==> src/rf_macros.svh <==
// register file sizes

`ifndef RF_MACROS_SVH
`define RF_MACROS_SVH

// ====================
// operand stage sizes
// ====================

// width of one architectural register
`define RF_DATA_W 32

// number of architectural registers, x0 included
`define RF_ELS 32

// register address width, clog2 of RF_ELS
`define RF_ADDR_W 5

// read ports, three so the fused multiply-add gets all its sources
`define RF_NUM_RS 3

`endif
==> src/rf_pkg.sv <==
// operand stage types
`default_nettype none

`include "rf_macros.svh"

package rf_pkg;

  // opcode class, only says how many sources are read
  typedef enum logic [1:0] {
    op_nop = 2'd0,
    op_imm = 2'd1,
    op_reg = 2'd2,
    op_fma = 2'd3
  } rf_op_e;

  // instruction word, 22 bits
  typedef struct packed {
    rf_op_e                op;
    logic [`RF_ADDR_W-1:0] rd;
    logic [`RF_ADDR_W-1:0] rs1;
    logic [`RF_ADDR_W-1:0] rs2;
    logic [`RF_ADDR_W-1:0] rs3;
  } rf_instr_s;

  // read request, index 0 is rs1, 18 bits
  typedef struct packed {
    logic [`RF_NUM_RS-1:0]                 v;
    logic [`RF_NUM_RS-1:0][`RF_ADDR_W-1:0] addr;
  } rf_read_req_s;

  // writeback port, 38 bits
  typedef struct packed {
    logic                  v;
    logic [`RF_ADDR_W-1:0] addr;
    logic [`RF_DATA_W-1:0] data;
  } rf_write_s;

  // issued operand bundle, 106 bits
  typedef struct packed {
    rf_op_e                                op;
    logic [`RF_ADDR_W-1:0]                 rd;
    logic [`RF_NUM_RS-1:0]                 use_rs;
    logic [`RF_NUM_RS-1:0][`RF_DATA_W-1:0] opnd;
  } rf_issue_s;

endpackage

`default_nettype wire

==> src/rf_read_stage.sv <==
// operand read stage top
`timescale 1ns/100ps
`default_nettype none

`include "rf_macros.svh"

module rf_read_stage (
  input  logic              clk_i,
  input  logic              reset_i,
  input  logic              instr_v_i,
  input  rf_pkg::rf_instr_s instr_i,
  input  rf_pkg::rf_write_s wb_i,
  output logic              issue_v_o,
  output rf_pkg::rf_issue_s issue_o
);

  import rf_pkg::*;

  // decoder to register file
  rf_read_req_s                          req;
  // decoder to issue register
  logic                                  dec_v;
  rf_op_e                                dec_op;
  logic [`RF_ADDR_W-1:0]                 dec_rd;
  logic [`RF_NUM_RS-1:0]                 dec_use;
  // register file to issue register
  logic [`RF_NUM_RS-1:0][`RF_DATA_W-1:0] r_data;

  instr_decode i_instr_decode (
    .instr_v_i (instr_v_i),
    .instr_i   (instr_i),
    .req_o     (req),
    .dec_v_o   (dec_v),
    .dec_op_o  (dec_op),
    .dec_rd_o  (dec_rd),
    .dec_use_o (dec_use)
  );

  // writeback goes straight in, no arbitration
  rf_bypass_file i_rf_bypass_file (
    .clk_i    (clk_i),
    .reset_i  (reset_i),
    .req_i    (req),
    .wb_i     (wb_i),
    .r_data_o (r_data)
  );

  operand_issue i_operand_issue (
    .clk_i     (clk_i),
    .reset_i   (reset_i),
    .dec_v_i   (dec_v),
    .dec_op_i  (dec_op),
    .dec_rd_i  (dec_rd),
    .dec_use_i (dec_use),
    .r_data_i  (r_data),
    .issue_v_o (issue_v_o),
    .issue_o   (issue_o)
  );

endmodule

`default_nettype wire

==> src/operand_issue.sv <==
// operand issue register
`timescale 1ns/100ps
`default_nettype none

`include "rf_macros.svh"

module operand_issue (
  input  logic                                  clk_i,
  input  logic                                  reset_i,
  input  logic                                  dec_v_i,
  input  rf_pkg::rf_op_e                        dec_op_i,
  input  logic [`RF_ADDR_W-1:0]                 dec_rd_i,
  input  logic [`RF_NUM_RS-1:0]                 dec_use_i,
  input  logic [`RF_NUM_RS-1:0][`RF_DATA_W-1:0] r_data_i,
  output logic                                  issue_v_o,
  output rf_pkg::rf_issue_s                     issue_o
);

  import rf_pkg::*;

  logic                  v_r;
  rf_op_e                op_r;
  logic [`RF_ADDR_W-1:0] rd_r;
  logic [`RF_NUM_RS-1:0] use_r;

  // ====================
  // alignment stage
  // ====================

  // one cycle, same as the register file read latency
  // fields hold while idle, matching the held operands
  always_ff @(posedge clk_i) begin
    if (reset_i) begin
      v_r   <= 1'b0;
      op_r  <= op_nop;
      rd_r  <= '0;
      use_r <= '0;
    end else begin
      v_r <= dec_v_i;
      if (dec_v_i) begin
        op_r  <= dec_op_i;
        rd_r  <= dec_rd_i;
        use_r <= dec_use_i;
      end
    end
  end

  // bundle the aligned fields with the read data
  always_comb begin
    issue_o.op     = op_r;
    issue_o.rd     = rd_r;
    issue_o.use_rs = use_r;
    issue_o.opnd   = r_data_i;
  end

  assign issue_v_o = v_r;

endmodule

`default_nettype wire

==> src/instr_decode.sv <==
// instruction source decoder
`timescale 1ns/100ps
`default_nettype none

`include "rf_macros.svh"

module instr_decode (
  input  logic                  instr_v_i,
  input  rf_pkg::rf_instr_s     instr_i,
  output rf_pkg::rf_read_req_s  req_o,
  output logic                  dec_v_o,
  output rf_pkg::rf_op_e        dec_op_o,
  output logic [`RF_ADDR_W-1:0] dec_rd_o,
  output logic [`RF_NUM_RS-1:0] dec_use_o
);

  import rf_pkg::*;

  // bit 0 rs1, bit 1 rs2, bit 2 rs3
  logic [`RF_NUM_RS-1:0] use_rs;

  // ====================
  // source use map
  // ====================

  always_comb begin
    case (instr_i.op)
      op_nop:  use_rs = 3'b000;
      op_imm:  use_rs = 3'b001;
      op_reg:  use_rs = 3'b011;
      op_fma:  use_rs = 3'b111;
      default: use_rs = 3'b000;
    endcase
  end

  // ====================
  // read request
  // ====================

  // unused ports and idle cycles raise no valid, so held values stay put
  always_comb begin
    req_o.v       = use_rs & {`RF_NUM_RS{instr_v_i}};
    req_o.addr[0] = instr_i.rs1;
    req_o.addr[1] = instr_i.rs2;
    req_o.addr[2] = instr_i.rs3;
  end

  // side band to the issue register
  assign dec_v_o   = instr_v_i;
  assign dec_op_o  = instr_i.op;
  assign dec_rd_o  = instr_i.rd;
  assign dec_use_o = use_rs;

endmodule

`default_nettype wire

==> src/rf_bypass_file.sv <==
// register file with bypass and hold
`timescale 1ns/100ps
`default_nettype none

`include "rf_macros.svh"

module rf_bypass_file (
  input  logic                                  clk_i,
  input  logic                                  reset_i,
  input  rf_pkg::rf_read_req_s                  req_i,
  input  rf_pkg::rf_write_s                     wb_i,
  output logic [`RF_NUM_RS-1:0][`RF_DATA_W-1:0] r_data_o
);

  // x0 writes are dropped before they reach the array
  logic                                  w_v_li;
  // same-cycle read and write of one register, per port
  logic [`RF_NUM_RS-1:0]                 rw_same_addr;
  // array read enables after bypass and x0 filtering
  logic [`RF_NUM_RS-1:0]                 r_v_li;
  logic [`RF_NUM_RS-1:0][`RF_DATA_W-1:0] r_data_lo;

  // write-through data, shared since there is only one write port
  logic [`RF_DATA_W-1:0]                 w_data_r;
  logic [`RF_DATA_W-1:0]                 w_data_n;
  logic [`RF_NUM_RS-1:0]                 rw_same_addr_r;
  logic [`RF_NUM_RS-1:0]                 r_v_r;
  // last address read on each port and the value held for it
  logic [`RF_NUM_RS-1:0][`RF_ADDR_W-1:0] r_addr_r;
  logic [`RF_NUM_RS-1:0][`RF_ADDR_W-1:0] r_addr_n;
  logic [`RF_NUM_RS-1:0][`RF_DATA_W-1:0] r_data_r;
  logic [`RF_NUM_RS-1:0][`RF_DATA_W-1:0] r_data_n;
  // fresh read result, array word or bypassed write
  logic [`RF_NUM_RS-1:0][`RF_DATA_W-1:0] r_safe_data;
  // value the port shows this cycle, before x0 forcing
  logic [`RF_NUM_RS-1:0][`RF_DATA_W-1:0] r_cur_data;

  // ====================
  // request side
  // ====================

  assign w_v_li = wb_i.v & (wb_i.addr != '0);

  for (genvar i = 0; i < `RF_NUM_RS; i++) begin : g_req
    assign rw_same_addr[i] = w_v_li & req_i.v[i] & (wb_i.addr == req_i.addr[i]);
    // skip the array on a bypass hit or an x0 read
    assign r_v_li[i] = req_i.v[i] & ~rw_same_addr[i] & (req_i.addr[i] != '0);
  end

  rf_mem_3r1w_sync i_rf_mem (
    .clk_i    (clk_i),
    .reset_i  (reset_i),
    .w_v_i    (w_v_li),
    .w_addr_i (wb_i.addr),
    .w_data_i (wb_i.data),
    .r_v_i    (r_v_li),
    .r_addr_i (req_i.addr),
    .r_data_o (r_data_lo)
  );

  // ====================
  // hold and patch
  // ====================

  for (genvar i = 0; i < `RF_NUM_RS; i++) begin : g_hold
    assign r_safe_data[i] = rw_same_addr_r[i] ? w_data_r : r_data_lo[i];
    // fresh data in the cycle after a read, held value after that
    assign r_cur_data[i] = r_v_r[i] ? r_safe_data[i] : r_data_r[i];
    assign r_addr_n[i] = req_i.v[i] ? req_i.addr[i] : r_addr_r[i];
    // a write to the held address replaces the held value next cycle
    assign r_data_n[i] = (w_v_li & (r_addr_r[i] == wb_i.addr)) ? wb_i.data
                                                                : r_cur_data[i];
    // x0 always reads as zero
    assign r_data_o[i] = (r_addr_r[i] == '0) ? '0 : r_cur_data[i];
  end

  assign w_data_n = (|rw_same_addr) ? wb_i.data : w_data_r;

  always_ff @(posedge clk_i) begin
    if (reset_i) begin
      rw_same_addr_r <= '0;
      r_v_r          <= '0;
      w_data_r       <= '0;
      r_addr_r       <= '0;
      r_data_r       <= '0;
    end else begin
      rw_same_addr_r <= rw_same_addr;
      r_v_r          <= req_i.v;
      w_data_r       <= w_data_n;
      r_addr_r       <= r_addr_n;
      r_data_r       <= r_data_n;
    end
  end

endmodule

`default_nettype wire

==> src/rf_mem_3r1w_sync.sv <==
// three read one write register array
`timescale 1ns/100ps
`default_nettype none

`include "rf_macros.svh"

module rf_mem_3r1w_sync (
  input  logic                                  clk_i,
  input  logic                                  reset_i,
  input  logic                                  w_v_i,
  input  logic [`RF_ADDR_W-1:0]                 w_addr_i,
  input  logic [`RF_DATA_W-1:0]                 w_data_i,
  input  logic [`RF_NUM_RS-1:0]                 r_v_i,
  input  logic [`RF_NUM_RS-1:0][`RF_ADDR_W-1:0] r_addr_i,
  output logic [`RF_NUM_RS-1:0][`RF_DATA_W-1:0] r_data_o
);

  // flop array, one word per register
  logic [`RF_ELS-1:0][`RF_DATA_W-1:0] mem_r;
  // registered read data, one word per port
  logic [`RF_NUM_RS-1:0][`RF_DATA_W-1:0] r_data_r;

  // ====================
  // write port
  // ====================

  // cleared on reset so the first reads are defined
  always_ff @(posedge clk_i) begin
    if (reset_i) begin
      mem_r <= '0;
    end else if (w_v_i) begin
      mem_r[w_addr_i] <= w_data_i;
    end
  end

  // ====================
  // read ports
  // ====================

  // each port samples the array word on its own valid, holds otherwise
  // a same-edge write is not visible here, the wrapper bypasses it
  for (genvar i = 0; i < `RF_NUM_RS; i++) begin : g_rd
    always_ff @(posedge clk_i) begin
      if (reset_i) begin
        r_data_r[i] <= '0;
      end else if (r_v_i[i]) begin
        r_data_r[i] <= mem_r[r_addr_i[i]];
      end
    end
  end

  assign r_data_o = r_data_r;

endmodule

`default_nettype wire

==> config.mk <==
export PLATFORM = sky130hd
export DESIGN_NAME = rf_read_stage
export DESIGN_NICKNAME = d
export VERILOG_FILES = /design/src/rf_pkg.sv /design/src/rf_read_stage.sv /design/src/operand_issue.sv /design/src/instr_decode.sv /design/src/rf_bypass_file.sv /design/src/rf_mem_3r1w_sync.sv
export VERILOG_INCLUDE_DIRS = /design/src
export SDC_FILE = /design/constraint.sdc
export NUM_CORES = 2
export LEC_CHECK = 0
export ABC_AREA = 1
export BUFFER_PORTS_ARGS = -buffer_cell sky130_fd_sc_hd__buf_2
export CAP_MARGIN = 30
export CORE_MARGIN = 2
export CORE_UTILIZATION = 30
export CTS_CLUSTER_DIAMETER = 100
export DETAILED_ROUTE_END_ITERATION = 8
export HOLD_SLACK_MARGIN = 0.1
export PLACE_DENSITY = 0.49
export SETUP_SLACK_MARGIN = 0.5
export SLEW_MARGIN = 20
export SYNTH_ARGS = -nofsm -noshare
export SYNTH_HDL_FRONTEND = slang
export SYNTH_SLANG_ARGS = --single-unit
export TNS_END_PERCENT = 100
==> constraint.sdc <==
create_clock -name clk_i -period 2.1 [get_ports clk_i]
set_input_delay 0.315 -clock clk_i [delete_from_list [all_inputs] [get_ports clk_i]]
set_output_delay 0.315 -clock clk_i [all_outputs]
set_load 0.1 [all_outputs]
Yosys cells after proc, flatten, opt, wreduce, memory -nomap -nowiden
Cells that the tools add are included.

$lt $le $gt $ge: 5. Equality and inequality tests: 9. Muxes and demuxes: 22. Bitwise gates (word level): 20. Reduce and logical (&&, ||, !) cells: 10.

Operators with widths (count): $bwmux W1024 (1); $mux W32 (16); $bmux W32 S5 (3); $demux W32 S5 (1); $eq A5 B5 Y1 (6); $lt A5 B6 Y1 const B (4); $reduce_bool A5 Y1 (4); $and A1 B1 Y1 (16); $logic_not A5 Y1 (3); $pmux W3 S4 (1); $ge A5 B1 Y1 const B (1); $eq A2 B2 Y1 const B (2); $and A3 B3 Y3 (1); $not A1 Y1 (3); $reduce_or A3 Y1 (1); $eq A2 B1 Y1 const B (1); $logic_not A2 Y1 (1); $logic_and A1 B1 Y1 (1).

Flip-flop bits (word level): 1280. Input bits: 63. Output and inout port bits: 107. Word-level logic and storage cells: 114.

Depth between registers and ports, before layout
Depth in word-level cells: 8. Mapped depth: 13. Mapped depth without buffers: 9.

Cells and area by module
A second synthesis with hierarchy kept.

Cell total of the unflattened synthesis: 13651. Area, all modules: 79839.1 sq um.

Modules (own cells, without submodules): rf_mem_3r1w_sync (instances 1, cells each 12013, area each 69565.5 sq um, seq. area each 22421.5 sq um); rf_bypass_file (instances 1, cells each 1443, area each 8883.5 sq um, seq. area each 2982.9 sq um); operand_issue (instances 1, cells each 162, area each 1177.4 sq um, seq. area each 220.2 sq um); instr_decode (instances 1, cells each 33, area each 212.7 sq um, seq. area each 0.0 sq um).

Worst setup path before layout
Ideal clock, no wire load.

Path type: flip-flop to output port. From: register i_rf_bypass_file.rw_same_addr_r[1]. To: output port issue_o[35] (netlist bit). Data arrival time: 2.434 ns. Data required time: 1.785 ns. Slack: -0.649 ns. Cell stages (with the launch flop): 9. Buffers on the path: 2. Cells stage by stage: dfxtp_1 clkbuf_1 clkbuf_1 nand2_1 o21ai_0 nand2_1 o21ai_0 inv_1 nor2_1.

RTL lines: start, declared (RTL line rf_bypass_file.sv:26) `` logic [`RF_NUM_RS-1:0] rw_same_addr_r; ``; start signal, assigned (RTL line rf_bypass_file.sv:87) `rw_same_addr_r <= rw_same_addr;`; end, declared (RTL line rf_read_stage.sv:14) `output rf_pkg::rf_issue_s issue_o`.

==> impl_metrics.ini <==
[outcome]
status = complete, but fails checks
violations = setup timing

[timing]
max_freq_ghz = 0.369
fin_setup_tns_ns = -45.47
max_slew_margin_pct = 25.0
tightest_slew_ns = 1.12
post-route-min-period_ns = 2.71
finalCritPeriodShare_pct = 129
setup_viol = 96
finalHoldViolCount = 0
worst_slack_ns = -0.608
rsz0062_at_grt = yes
maxSlewViolCount = 0
finalClockSkew_ns = 0.0327

[cells_and_area]
num-nets-final = 12800
layout_commonest_cell = nand2_1
areaGrowthSynthToFinish_pct = 27.6
layout_common_cells = nand2_1 (4343), nand3_1 (2492), dfxtp_1 (1238), a21oi_1 (1110), o21ai_0 (1084)
fillers = 26200
post_route_cells_drive_above_1_share_pct = 14.0
stdcell_area_um2 = 96600

[worst_setup_path]
critPathArrivalTime_ns = 2.39
worstPathCellList = or4_4 > nor2_4 > buf_12 > buf_16 > nor2_4 > buf_12
crit_path_max_fanout = 6
slowest_stage = or4_4
criticalPathCategory = reg2out
path_delay_family = simple AND/OR/NAND/NOR gates
critPathMaxStageDelay_ns = 0.54
cp-end-kind = output port
start_kind = register
cp_num_buf_inv = 3
cp_data_required_time_ns = 1.78

[route]
vias = 91200
drtIter0Drc = 11300
dr.pass1.iters = 8
wirelength_mm = 398
ant_nets = 0
vias_per_cell = 5.62
wl_per_cell_um = 24.5
drc = 0

[placement]
port-buffer-count = 169
dp_slack_ns = -0.344
gp_congestion = 0.946
dpl.hpwl_mm = 248
dpl_cell_area_um2 = 87200

[clock_tree]
cts.sinks = 1280
cts_tree = done
htree_levels = 4
cts_root_buffer = clkbuf_16
cts_buffer_depth = 3
clkLatencyLatePin_ns = 0.82
clk_pin_slew_ns = 0.06
cts_made_buffers = 150

[grt]
grt_max_degree = 99
grt_overflow = 0
grt_pass1_vias = 85900
antenna_found_initial = 6
track_usage_pct = 29.7
grt_pass1_wl_mm = 580

[logic_synthesis]
synth_seq_area_share_pct = 33.9
synth.distinct_cells = 34
ys_warn_count = 0
ys_ff_latch = 1280
synth_fp_nets = 12700
synthesis.area_um2 = 75700
syn_inst = 12700
synth_area_per_cell_um2 = 5.97

[power]
p_int_mw = 45.3
p_sw_share_pct = 31.2
p_switching_mw = 20.6
p_clk_share_pct = 42.6
vdd_drop_max_mv = 0.859
powerDensity_nw_per_um2 = 683
leakage_nw = 38.0
power.total_mw = 65.9
p_comb_share_pct = 19.2
seqPwrFrac_pct = 38.2

[floorplanning]
die_w_um = 506
die_y_um = 506
num_rows = 184
die_area_um2 = 256000
start_util_pct = 30.1
core_um2 = 251000
io_pins = 170

[flow_run]
drv_cap = 0

[hold_path]
min_path_type = in2reg
per-stage QoR:
step / instances / util (%) / hold slack (ns)
floorplan: 12700 / - / 0.430
global placement: 15800 / 34.7 / 0.439
detailed placement: 15800 / 34.7 / 0.448
CTS: 16200 / 37.9 / 0.103
global route: 16200 / 38.4 / 0.159
finish: 16200 / 38.4 / 0.168
kinds of logic after synthesis:
family,after synthesis,share of synthesized area [%]
AO/OA/AOI/OAI,2415,16.0
XOR/XNOR,23,0.266
buffers and inverters,1582,8.65
AND/OR/NAND/NOR,7383,41.2
flip-flops,1280,33.9
final timing paths:
check,start,to,slack (ns),depth (start not counted)
worst min-delay path,wb_i[32],i_rf_bypass_file.rw_same_addr_r[1],0.17,6
worst min register to register,i_rf_bypass_file.i_rf_mem.mem_r[21],i_rf_bypass_file.i_rf_mem.mem_r[21],0.46,2
worst max register to register,i_rf_bypass_file.r_addr_r[0],i_rf_bypass_file.r_data_r[7],0.47,9
worst max-delay path,i_rf_bypass_file.r_addr_r[11],issue_o[70],-0.61,6
power by group through the flow:
stage          sequential [mW]  clock, mW  combinational (mW)
2_1_floorplan             25.6          0                6.11
3_3_place_gp              25.7          0                11.4
3_5_place_dp              25.7          0                11.5
4_1_cts                   25.1       28.5                12.1
5_1_grt                   25.2       29.5                13.2
6_report                  25.2       28.1                12.7
Yosys cell counts, drive strengths merged:
cell type     n  area share (%)
a211oi        1          0.0099
a21oi      1110             7.3
a31oi         1          0.0083
a41oi         2           0.033
buf         548             3.5
clkbuf      637             3.2
clkinv        5           0.026
dfxtp      1280              34
inv         392             2.0
nand2      4416              22
nand3      2506              17
nand4         1          0.0083
nor2        443             2.5
nor3         15           0.099
nor3b         1          0.0099
o21ai      1300             8.6
o21bai        1           0.015
or4           1          0.0099
xnor2        14            0.16
xor2          9            0.10
sequential cells by signal (all words and copies together) (netlist names):
signal                              count
i_operand_issue.op_r                    2
i_operand_issue.rd_r                    5
i_rf_bypass_file.i_rf_mem.mem_r      1024
i_rf_bypass_file.r_data_r              96
i_rf_bypass_file.rw_same_addr_r         3
i_operand_issue.issue_v_o               1
i_rf_bypass_file.i_rf_mem.r_data_o     96
i_rf_bypass_file.w_data_r              32
i_rf_bypass_file.r_addr_r              15
i_rf_bypass_file.r_v_r                  3
i_operand_issue.use_r                   3
final cells by class:
| cell class | count | area (um2) | area share (%) |
|---|---|---|---|
| inverters | 397 | 1590 | 1.65 |
| well taps | 3348 | 4190 | 4.34 |
| flip-flops and latches | 1280 | 25700 | 26.6 |
| clock buffers | 227 | 4570 | 4.73 |
| clock inverters | 46 | 593 | 0.614 |
| diodes | 6 | 15.0 | 0.0155 |
| multi-input cells | 9821 | 45300 | 46.9 |
| repair buffers | 1102 | 14600 | 15.2 |
tightest hold or removal path, delay by kind of cell:
kind	cells	cell delay (ns)
buf+inv	1	0.20
simple gates	4	0.31
xor+xnor	1	0.10
metal layers:
layer | track usage (%) | part of all wire, % | up-vias
met5 | 0 | 0.0085 | -
met4 | 19.6 | 7.5 | 6
met3 | 4.66 | 8.8 | 1260
met2 | 46.8 | 44 | 5099
met1 | 37.6 | 40 | 42800
li1 | - | - | 42000
what timing repair did:
action	CTS	global route
pin swaps	66	88
endpoints found under the setup margin	125	307
setup buffers	43	30
hold buffers	60	0
cloned	14	12
hold endpoints to repair	190	0
resized for setup	478	258
(Power assumes the default switching activity.)
